[src/common/cpu_consts.svh]
`ifndef CPU_CONSTS_SVH
`define CPU_CONSTS_SVH

// Data path and register file sizes.
`define WORD_W       32
`define REG_NUM      16
`define REG_IDX_W    4
`define OP_W         5
`define ADDR_FIELD_W 15

// Opcodes as they appear in IR[31:27].
`define OP_LD   5'd0
`define OP_ST   5'd2
`define OP_ADD  5'd3
`define OP_SUB  5'd4
`define OP_AND  5'd5
`define OP_OR   5'd6
`define OP_SHR  5'd7
`define OP_SHL  5'd8
`define OP_HALT 5'd27

// Instruction word fields.
`define OP_HI 31
`define OP_LO 27
`define RA_HI 26
`define RA_LO 23
`define RB_HI 22
`define RB_LO 19
`define RC_HI 18
`define RC_LO 15

`endif

[src/common/cpu_pkg.sv]
package cpu_pkg;

    `include "cpu_consts.svh"

    typedef logic [`WORD_W-1:0]    word_t;
    typedef logic [`OP_W-1:0]      opcode_t;
    typedef logic [`REG_IDX_W-1:0] reg_idx_t;
    typedef logic [`OP_W-1:0]      alu_op_t;  // Opcode values plus the increment below.

    // Increment of the bus value, used for PC + 1 during fetch.
    localparam alu_op_t ALU_INC = 5'd31;

    // Sequencer steps. The *_WAIT steps hold a memory request until done.
    typedef enum logic [3:0] {
        RESET_S, T0, T1, T1_WAIT, T2, T3, T4, T4_WAIT, T5, T5_WAIT, HALTED
    } step_t;

endpackage

[src/common/bus_ctrl_if.sv]
`timescale 1ns/1ps

interface bus_ctrl_if;
    import cpu_pkg::*;

    // Bus sources, only one high per cycle.
    logic     pc_out, mdr_out, zlow_out, reg_out, addr_out;
    reg_idx_t reg_sel;
    // Destinations, loaded on the rising edge.
    logic     pc_in, ir_in, mar_in, mdr_in_bus, y_in, z_in, reg_in;
    reg_idx_t reg_dst;
    alu_op_t  alu_op;
    word_t    ir;  // Instruction register, back to the decoder.

    modport seq (
        output pc_out, mdr_out, zlow_out, reg_out, addr_out, reg_sel,
        output pc_in, ir_in, mar_in, mdr_in_bus, y_in, z_in, reg_in, reg_dst,
        output alu_op,
        input  ir
    );

    modport dp (
        input  pc_out, mdr_out, zlow_out, reg_out, addr_out, reg_sel,
        input  pc_in, ir_in, mar_in, mdr_in_bus, y_in, z_in, reg_in, reg_dst,
        input  alu_op,
        output ir
    );

endinterface

[src/common/mem_if.sv]
`timescale 1ns/1ps

interface mem_if;
    import cpu_pkg::*;

    logic  req;    // Held until done.
    logic  write;
    word_t addr;   // From MAR.
    word_t wdata;  // From MDR.
    word_t rdata;
    logic  done;   // One cycle, at the end of the transfer.

    modport seq  (output req, write, input done);
    modport dp   (output addr, wdata, input rdata, done, write);
    modport port (input req, write, addr, wdata, output rdata, done);

endinterface

[src/datapath/alu.sv]
`timescale 1ns/1ps

`include "cpu_consts.svh"

module alu (
    input  cpu_pkg::alu_op_t op,
    input  cpu_pkg::word_t   a,       // Y register.
    input  cpu_pkg::word_t   b,       // Bus value.
    output cpu_pkg::word_t   result
);
    import cpu_pkg::*;

    always_comb
    begin
        case (op)
            `OP_ADD: result = a + b;
            `OP_SUB: result = a - b;
            `OP_AND: result = a & b;
            `OP_OR:  result = a | b;
            `OP_SHR: result = a >> b[4:0];  // Shift count from the low bits.
            `OP_SHL: result = a << b[4:0];
            ALU_INC: result = b + 1'b1;
            default: result = b;
        endcase
    end

endmodule

[src/datapath/datapath.sv]
`timescale 1ns/1ps

`include "cpu_consts.svh"

module datapath (
    input  logic   clk,
    input  logic   reset,
    bus_ctrl_if.dp ctrl,
    mem_if.dp      mem
);
    import cpu_pkg::*;

    word_t bus;
    word_t pc;
    word_t ir;
    word_t mar;
    word_t mdr;
    word_t y;
    word_t z;
    word_t alu_result;
    word_t regs [`REG_NUM];

    alu u_alu (
        .op     (ctrl.alu_op),
        .a      (y),
        .b      (bus),
        .result (alu_result)
    );

    // Single shared bus. The sequencer enables at most one source.
    always_comb
    begin
        if (ctrl.pc_out)
            bus = pc;
        else if (ctrl.mdr_out)
            bus = mdr;
        else if (ctrl.zlow_out)
            bus = z;
        else if (ctrl.reg_out)
            bus = regs[ctrl.reg_sel];
        else if (ctrl.addr_out)
            bus = word_t'(ir[`ADDR_FIELD_W-1:0]);  // Zero-extended address field.
        else
            bus = '0;
    end

    always_ff @(posedge clk)
    begin
        if (reset)
            pc <= '0;
        else if (ctrl.pc_in)
            pc <= bus;
    end

    always_ff @(posedge clk)
    begin
        if (ctrl.ir_in)
            ir <= bus;
        if (ctrl.mar_in)
            mar <= bus;
        // Read data arrives on the done cycle of a read.
        if (mem.done && !mem.write)
            mdr <= mem.rdata;
        else if (ctrl.mdr_in_bus)
            mdr <= bus;
        if (ctrl.y_in)
            y <= bus;
        if (ctrl.z_in)
            z <= alu_result;
        if (ctrl.reg_in)
            regs[ctrl.reg_dst] <= bus;
    end

    assign ctrl.ir   = ir;
    assign mem.addr  = mar;
    assign mem.wdata = mdr;

endmodule

[src/logic/apb_master.sv]
`timescale 1ns/1ps

module apb_master (
    input  logic           clk,
    input  logic           reset,
    mem_if.port            mem,
    input  cpu_pkg::word_t prdata,
    input  logic           pready,
    output logic           psel,
    output logic           penable,
    output logic           pwrite,
    output cpu_pkg::word_t paddr,
    output cpu_pkg::word_t pwdata
);
    import cpu_pkg::*;

    typedef enum logic [1:0] {IDLE, SETUP, ACCESS} apb_state_t;

    apb_state_t state;

    always_ff @(posedge clk)
    begin
        if (reset)
        begin
            state  <= IDLE;
            pwrite <= 1'b0;
        end
        else
        begin
            case (state)
                IDLE:
                begin
                    if (mem.req)
                    begin
                        state  <= SETUP;
                        pwrite <= mem.write;
                    end
                end
                SETUP:   state <= ACCESS;
                ACCESS:  if (pready) state <= IDLE;  // Held through wait states.
                default: state <= IDLE;
            endcase
        end
    end

    // Address and data captured once per transfer, stable until the next.
    always_ff @(posedge clk)
    begin
        if (state == IDLE && mem.req)
        begin
            paddr  <= mem.addr;
            pwdata <= mem.wdata;
        end
    end

    assign psel      = (state != IDLE);
    assign penable   = (state == ACCESS);
    assign mem.done  = (state == ACCESS) && pready;
    assign mem.rdata = prdata;

endmodule

[src/logic/control_unit.sv]
`timescale 1ns/1ps

`include "cpu_consts.svh"

module control_unit (
    input  logic    clk,
    input  logic    reset,
    bus_ctrl_if.seq ctrl,
    mem_if.seq      mem,
    output logic    halted
);
    import cpu_pkg::*;

    step_t    state;
    step_t    next_state;
    opcode_t  opcode;
    reg_idx_t ra;
    reg_idx_t rb;
    reg_idx_t rc;
    logic     is_alu;

    // Decode fields from IR.
    assign opcode = ctrl.ir[`OP_HI:`OP_LO];
    assign ra     = ctrl.ir[`RA_HI:`RA_LO];
    assign rb     = ctrl.ir[`RB_HI:`RB_LO];
    assign rc     = ctrl.ir[`RC_HI:`RC_LO];
    assign is_alu = (opcode == `OP_ADD) || (opcode == `OP_SUB) || (opcode == `OP_AND) ||
                    (opcode == `OP_OR)  || (opcode == `OP_SHR) || (opcode == `OP_SHL);

    always_ff @(posedge clk)
    begin
        if (reset)
            state <= RESET_S;
        else
            state <= next_state;
    end

    always_comb
    begin
        next_state = state;
        case (state)
            RESET_S: next_state = T0;
            T0:      next_state = T1;
            T1:      next_state = T1_WAIT;
            T1_WAIT: if (mem.done) next_state = T2;
            T2:      next_state = T3;
            T3:
            begin
                if (opcode == `OP_HALT)
                    next_state = HALTED;
                else if (is_alu || opcode == `OP_LD || opcode == `OP_ST)
                    next_state = T4;
                else
                    next_state = T0;  // Unknown opcode, skip.
            end
            T4:      next_state = (opcode == `OP_LD) ? T4_WAIT : T5;
            T4_WAIT: if (mem.done) next_state = T5;
            T5:      next_state = (opcode == `OP_ST) ? T5_WAIT : T0;
            T5_WAIT: if (mem.done) next_state = T0;
            HALTED:  next_state = HALTED;
            default: next_state = RESET_S;
        endcase
    end

    // Strobes for the current step.
    always_comb
    begin
        ctrl.pc_out = 1'b0; ctrl.mdr_out = 1'b0; ctrl.zlow_out = 1'b0;
        ctrl.reg_out = 1'b0; ctrl.addr_out = 1'b0;
        ctrl.pc_in = 1'b0; ctrl.ir_in = 1'b0; ctrl.mar_in = 1'b0; ctrl.mdr_in_bus = 1'b0;
        ctrl.y_in = 1'b0; ctrl.z_in = 1'b0; ctrl.reg_in = 1'b0;
        ctrl.reg_sel = ra;
        ctrl.reg_dst = ra;
        ctrl.alu_op  = ALU_INC;
        mem.req      = 1'b0;
        mem.write    = 1'b0;
        case (state)
            T0:  // PC to MAR, PC + 1 into Z.
            begin
                ctrl.pc_out = 1'b1; ctrl.mar_in = 1'b1; ctrl.z_in = 1'b1;
            end
            T1:
            begin
                ctrl.zlow_out = 1'b1; ctrl.pc_in = 1'b1; mem.req = 1'b1;
            end
            T1_WAIT: mem.req = 1'b1;
            T2:
            begin
                ctrl.mdr_out = 1'b1; ctrl.ir_in = 1'b1;
            end
            T3:
            begin
                if (is_alu)
                begin
                    ctrl.reg_out = 1'b1; ctrl.reg_sel = rb; ctrl.y_in = 1'b1;
                end
                else if (opcode == `OP_LD || opcode == `OP_ST)
                begin
                    ctrl.addr_out = 1'b1; ctrl.mar_in = 1'b1;
                end
            end
            T4:
            begin
                if (is_alu)
                begin
                    ctrl.reg_out = 1'b1; ctrl.reg_sel = rc;
                    ctrl.alu_op  = alu_op_t'(opcode); ctrl.z_in = 1'b1;
                end
                else if (opcode == `OP_ST)
                begin
                    ctrl.reg_out = 1'b1; ctrl.mdr_in_bus = 1'b1;  // ra into MDR.
                end
                else
                    mem.req = 1'b1;  // ld read.
            end
            T4_WAIT: mem.req = 1'b1;
            T5:
            begin
                if (opcode == `OP_ST)
                begin
                    mem.req = 1'b1; mem.write = 1'b1;
                end
                else if (is_alu)
                begin
                    ctrl.zlow_out = 1'b1; ctrl.reg_in = 1'b1;
                end
                else
                begin
                    ctrl.mdr_out = 1'b1; ctrl.reg_in = 1'b1;  // Loaded word into ra.
                end
            end
            T5_WAIT:
            begin
                mem.req = 1'b1; mem.write = 1'b1;
            end
            default: ;
        endcase
    end

    assign halted = (state == HALTED);

endmodule

[src/logic/cpu_top.sv]
`timescale 1ns/1ps

module cpu_top (
    input  logic           clk,
    input  logic           reset,
    input  cpu_pkg::word_t prdata,
    input  logic           pready,
    output logic           psel,
    output logic           penable,
    output logic           pwrite,
    output cpu_pkg::word_t paddr,
    output cpu_pkg::word_t pwdata,
    output logic           halted
);
    import cpu_pkg::*;

    bus_ctrl_if ctrl_bus ();
    mem_if      mem_bus ();

    control_unit u_control (
        .clk    (clk),
        .reset  (reset),
        .ctrl   (ctrl_bus.seq),
        .mem    (mem_bus.seq),
        .halted (halted)
    );

    datapath u_datapath (
        .clk   (clk),
        .reset (reset),
        .ctrl  (ctrl_bus.dp),
        .mem   (mem_bus.dp)
    );

    apb_master u_apb (
        .clk     (clk),
        .reset   (reset),
        .mem     (mem_bus.port),
        .prdata  (prdata),
        .pready  (pready),
        .psel    (psel),
        .penable (penable),
        .pwrite  (pwrite),
        .paddr   (paddr),
        .pwdata  (pwdata)
    );

endmodule

[config.mk]
export PLATFORM = sky130hd
export DESIGN_NAME = cpu_top
export DESIGN_NICKNAME = d
export VERILOG_FILES = /design/src/common/cpu_pkg.sv /design/src/common/bus_ctrl_if.sv /design/src/common/mem_if.sv /design/src/datapath/alu.sv /design/src/datapath/datapath.sv /design/src/logic/apb_master.sv /design/src/logic/control_unit.sv /design/src/logic/cpu_top.sv
export VERILOG_INCLUDE_DIRS = /design/src /design/src/common
export SDC_FILE = /design/constraint.sdc
export NUM_CORES = 1
export LEC_CHECK = 0
export BUFFER_PORTS_ARGS = -buffer_cell sky130_fd_sc_hd__buf_2
export CORE_UTILIZATION = 40
export CTS_CLUSTER_SIZE = 28
export DETAILED_ROUTE_END_ITERATION = 10
export PLACE_DENSITY_LB_ADDON = 0.2
export SLEW_MARGIN = 20
export SYNTH_ARGS = -nofsm -noshare
export SYNTH_HDL_FRONTEND = slang
export SYNTH_SLANG_ARGS = --single-unit
export TNS_END_PERCENT = 100
[constraint.sdc]
create_clock -name clk -period 9.1 [get_ports clk]
set_input_delay 0.455 -clock clk [delete_from_list [all_inputs] [get_ports clk]]
set_output_delay 0.455 -clock clk [all_outputs]
set_load 0.01 [all_outputs]
Word level (Yosys, flattened, before mapping)
Memory sizes are Yosys's and may differ from the RTL's.
Cells that the tools add are included.
Widths: inputs -> output; s select.

storage, ports and cells
  flip-flop bits (word level) = 263
  memory bits (writable) = 512
  output and inout bits = 68
  word-level logic and storage cells = 123
  memories = 1

memories
  name             depth  width  rd ports  clocked after memory_dff  wr ports  RTL line        source
  u_datapath.regs  16     32     1         0                         1         datapath.sv:21  word_t regs [`REG_NUM];

cells by class
  add/subtract/negate cells = 3
  equality and inequality tests = 32
  shift operators = 2
  muxes and demuxes = 51
  bitwise logic cells = 2
  reduce and logical (&&, ||, !) cells = 21

operator list
  cell                   number
  $pmux 32 s7            1
  $mux 32                6
  $pmux 4 s11            1
  $eq 5x3->1 const B     8
  $add 32x1->32 const B  1
  $add 32x32->32         1
  $and 32x32->32         1
  $mux 4                 8
  $or 32x32->32          1
  $shl 32x5->32          1
  $shr 32x5->32          1
  $sub 32x32->32         1
  $mux 1                 20
  $eq 4x3->1 const B     4
  $eq 5x2->1 const B     3
  $mux 15                1
  $eq 4x4->1 const B     3
  $pmux 1 s2             6
  $eq 5x4->1 const B     2
  $eq 5x5->1 const B     2
  $mux 5                 2
  $eq 4x2->1 const B     2
  $logic_or 1x1->1       8
  $ne 2x1->1 const B     4
  18 further kinds       23

Depth between registers and ports, before layout
  word-level depth = 15
  mapped depth = 38
  mapped depth without buffers = 29

Modules after synthesis
A second synthesis with hierarchy kept.

second synthesis, totals
  cells, all modules = 3,150
  area, all modules = 39,888.3 um2

modules (own cells, without submodules)
  module        instances  cells each  area each (um2)  sequential area each (um2)
  datapath      1          1,680       28,275.9         20,820.0
  alu           1          1,245       8,550.7          0.0
  apb_master    1          110         2,306.0          1,981.9
  control_unit  1          115         755.7            80.1

Worst setup path after synthesis
No wires, ideal clock.

  path type = flip-flop to flip-flop
  start = register u_datapath.ir[28] (netlist: u_datapath.ctrl.ir[28])
  end = register u_datapath.z[31], data pin
  setup time = 0.265 ns
  data arrival time = 6.646 ns
  path slack = 2.189 ns
  cell stages (with the launch flop) = 24
  path buffers = 4
  clock period less this slack = 6.911 ns
  cell sequence = edfxtp_1 -> nor4b_4 -> a22oi_2 -> nor2_1 -> a21oi_1 -> clkbuf_1 -> a211o_1 -> a21oi_1 -> buf_4 -> buf_4 -> buf_2 -> ha_1 -> a21oi_1 -> nor2_1 -> o31ai_1 -> o31a_1 -> o21ai_1 -> a31oi_1 -> o31a_1 -> o211ai_2 -> a31o_2 -> a41oi_1 -> mux2i_1 -> o21ai_1

on the way
  cells in the longest elaborated chain, start to end = 15
  elaborated cells between the ends (all ways) = 52
  those cells by class = add/sub: 3; eq/ne: 14; shift: 2; mux: 23; bitwise: 2; reduce/logical: 7; memory: 1

ends and longest elaborated chain
  element                                             RTL line             source
  start: declaration                                  datapath.sv:15       word_t ir;
  start signal: assignment                            datapath.sv:58       ir <= bus;
  $eq 5x2->1 (no line) or $eq 5x3->1 (tied branches)  --
  $logic_or 1x1->1 (5 in a row)                       control_unit.sv:27   assign is_alu = (opcode == `OP_ADD) || (opcode == `OP_SUB) || (opcode == `OP_AND) ||
  $mux 4 (tied with other cells)                      control_unit.sv:104  if (is_alu)
  $pmux 4 s2 or $mux 1 (tied branches)                control_unit.sv:77   case (state)
  $mem_v2 16x32 or $mux 15 (tied branches)            --
  $mux 32                                             datapath.sv:39       else if (ctrl.reg_out)
  $mux 32                                             datapath.sv:37       else if (ctrl.zlow_out)
  $mux 32 (*)                                         datapath.sv:35       else if (ctrl.mdr_out)
  $mux 32 (*)                                         datapath.sv:33       if (ctrl.pc_out)
  via u_datapath.bus[1]                               datapath.sv:13       word_t bus;
  $add 32x1->32 (tied with other cells)               alu.sv:22            ALU_INC: result = b + 1'b1;
  $pmux 32 s7 (*)                                     alu.sv:15            case (op)
  via u_datapath.alu_result[31]                       datapath.sv:20       word_t alu_result;
  end signal: assignment                              datapath.sv:69       z <= alu_result;
  end: declaration                                    datapath.sv:19       word_t z;

Mark *: on every way through the listed nets, which the timed path passes. The rest lies on a longest branch.
A chain may end at the register's enable or synchronous reset.

Worst setup path in the final report
  start = register u_control.state[1]
  end = register u_datapath.z[31], data pin

on the way
  cells in the longest elaborated chain, start to end = 9
  elaborated cells between the ends (all ways) = 34
  those cells by class = add/sub: 3; eq/ne: 13; shift: 2; mux: 13; bitwise: 2; memory: 1

ends and longest elaborated chain
  element                                   RTL line            source
  start: declaration                        control_unit.sv:14  step_t state;
  start signal: assignment                  control_unit.sv:35  state <= next_state;
  $eq 4x3->1                                control_unit.sv:77
  $pmux 4 s2 or $mux 1 (tied branches)      control_unit.sv:77
  $mem_v2 16x32 or $mux 15 (tied branches)  --
  $mux 32                                   datapath.sv:39
  $mux 32                                   datapath.sv:37
  $mux 32                                   datapath.sv:35
  $mux 32 (*)                               datapath.sv:33
  via u_datapath.bus[6]                     datapath.sv:13
  $add 32x1->32 (tied with other cells)     alu.sv:22
  $pmux 32 s7 (*)                           alu.sv:15
  via u_datapath.alu_result[31]             datapath.sv:20

Marked as above.

==> results by group <==
Synth
  • Syn avg cell area: 11.1 um2
  • Yosys warnings: 0
  • Syn_nets: 3,625
  • Post-synthesis sequential area ratio: 0.588
  • Post-synthesis cell type count: 100
  • Async set-reset flop share out of synthesis: 0
  • Seq cells post-synth: 775
  • Mapped Area: 38,900 um2
  • Top_reg_cell synth: edfxtp_1
  • EDFF count, synth: 736
  • Post-Syn Instances: 3,493

Critical path
  • Critical path arrival: 8220 ps
  • Critical Path End Type: flop
  • Critical path required time: 9500 ps
  • Kind of critical path: flop to flop
  • R2r setup slk: 1290 ps
  • CP Launch Type: flop
  • Worst Path Max Fanout: 21

Timing
  • Setup_tns: 0 ps
  • WHS: 123 ps
  • Measured slew at the worst slew-check pin: 1140 ps
  • Final Skew: 41.0 ps
  • Max_slew headroom: 0.239
  • Fin crit period: 7810 ps
  • RSZ-0062 raised after global routing: false
  • Final setup margin: 1290 ps
  • Slew Viols, Final: 0
  • Final period util: 0.859
  • Final setup violation count: 0
  • Max frequency: 128 MHz
  • Final hold vios: 0

Floorplanning
  • Die width: 314 um
  • Die area: 98,600 um2
  • Num ports: 103
  • Initial Utilization: 0.403
  • Rows: 114
  • CORE AREA: 96,600 um2
  • Die Y: 314 um

Routing
  • Routed Antenna Nets: 0
  • Residual DRC count: 0
  • First DRT Iteration DRCs: 3,653
  • Total number of vias: 29,800
  • Vias per cell: 6.10
  • Final wirelength: 135 mm
  • DRT Pass-1 Iters: 7
  • WL/cell: 27.6 um

Global route
  • GRT Util Overall: 0.270
  • Largest net degree at the start of global routing: 76
  • Grt ovf: 0
  • First-pass GRT wire length: 196 mm
  • Initial antenna violation count: 2
  • Vias in the first global route: 28,200

Clock tree
  • Setup Buffers After CTS: 0
  • TritonCTS clock tree: yes
  • CTS max path bufs: 3
  • Htree depth: 3
  • Cts hold-fix bufs: 0
  • Root buf cell: clkbuf_16
  • Total CTS buffers: 87
  • Worst skew pair latency: 660 ps
  • CTS clk-pin slew, worst paths: 70 ps
  • Post-CTS Resized: 0
  • # clock sinks: 775

Status
  • Status: completed

Placed design
  • Hpwl dp: 87.6 mm
  • PortBufs: 102
  • Place WS: 1440 ps
  • DP Cell Count: 4,730
  • Routability cong.: 0.972

Power
  • Total power: 8.97 mW
  • Cell area power density: 205 nW/um2
  • Leak: 15.9 nW
  • VDD IR max: 0.000147 V

Cells and area
  • Sequential cell area: 22,900 um2
  • Nets: 3,675
  • FILL cells: 8,917
  • Layout Cells excl Fill: 4,890
  • Area of the multi-input gates: 14,900 um2
  • Area growth syn-to-layout: 12.6%
  • Most frequent cells in the layout: edfxtp_1 (736), nand2_1 (557), nor2_1 (297)
  • Share of layout cells above drive strength 1: 0.117
  • Most common cell after layout, fill and taps aside: edfxtp_1

Run
  • Max-cap violations: 0

Min path
  • HP Class: input port to flop
[sequential cells by signal (all words and copies together) (netlist names)]
register              count
u_datapath.z             32
u_datapath.y             32
u_apb.paddr              32
u_datapath.mem.wdata     32
u_apb.pwdata             32
u_datapath.pc            32
u_datapath.mem.addr      32
u_control.state           4
u_apb.pwrite              1
u_apb.state               2
u_datapath.ctrl.ir       32
u_datapath.regs         512
[cell usage after synthesis, drive strengths merged, types with 34 or more instances]
cell type | instances | area, um2
xnor2 | 37 | 332
a211oi | 87 | 653
a21oi | 185 | 930
inv | 98 | 368
a31oi | 69 | 459
and3 | 86 | 543
mux2i | 161 | 1610
clkbuf | 151 | 568
a311oi | 49 | 429
o21ai | 139 | 711
buf | 85 | 450
nor2 | 314 | 1210
nand3 | 89 | 450
nand2 | 560 | 2100
edfxtp | 736 | 22100
o211ai | 34 | 260
ha | 95 | 1190
dfxtp | 39 | 781
nor3 | 55 | 275
[kinds of logic after synthesis]
family / after synthesis / share of synthesized area
fa+ha+maj: 108 / 0.0344
buf+inv: 337 / 0.0359
flops: 775 / 0.588
mux: 174 / 0.0457
xor+xnor: 54 / 0.0125
compound gates: 809 / 0.143
simple gates: 1236 / 0.141
[stage by stage]
step | util | cell area [um2]
floorplan | - | 38900
global placement | 0.425 | 41000
detailed placement | 0.425 | 41000
CTS | 0.454 | 43800
global route | 0.454 | 43900
finish | 0.454 | 43900
[cell type report]
class                           instances  area share
Timing Repair Buffer                  197      0.0293
Tap cell                             1276      0.0364
Clock inverter                         47     0.00947
Clock buffer                          111      0.0547
Multi-Input combinational cell       2381       0.340
Antenna cell                            2    0.000114
Inverter                              101     0.00867
Sequential cell                       775       0.522
[worst max-delay path, cell delays in order, from the launching register on]
cell      delay [ps]
dfxtp_1          770
nand2b_1         280
a21oi_1          410
a21oi_1          210
nor2_2           880
buf_4            400
nor4_1           110
nor4_1           630
o31a_1           570
inv_1            600
ha_1             520
a21oi_1          140
o21ai_1          140
a31oi_1          390
o31a_1           320
o211ai_2         160
a31o_2           270
a41oi_1          440
mux2i_1          240
o21ai_1           70
[per-layer routing]
| metal | vias to the layer above | share of wire | GRT usage |
|---|---|---|---|
| li1 | 13200 | - | - |
| met1 | 14900 | 0.42 | 0.380 |
| met2 | 1451 | 0.45 | 0.417 |
| met3 | 275 | 0.086 | 0.0423 |
| met4 | 0 | 0.041 | 0.108 |
| met5 | - | 0 | 0 |
[worst paths after layout]
check	startpoint	end	depth (start not counted)
max	u_control.state[1]	u_datapath.z[31]	19
max reg2reg	u_control.state[1]	u_datapath.z[31]	19
min	prdata[25]	u_datapath.mem.wdata[25]	3
min reg2reg	u_datapath.mem.addr[15]	u_apb.paddr[15]	0
[report_power, final]
part	switching, mW	internal, mW	leakage [nW]
registers	0.0437	4.08	7.16
logic	0.954	0.401	7.39
clock network	1.48	2.01	1.38
(Power assumes the default switching activity.)
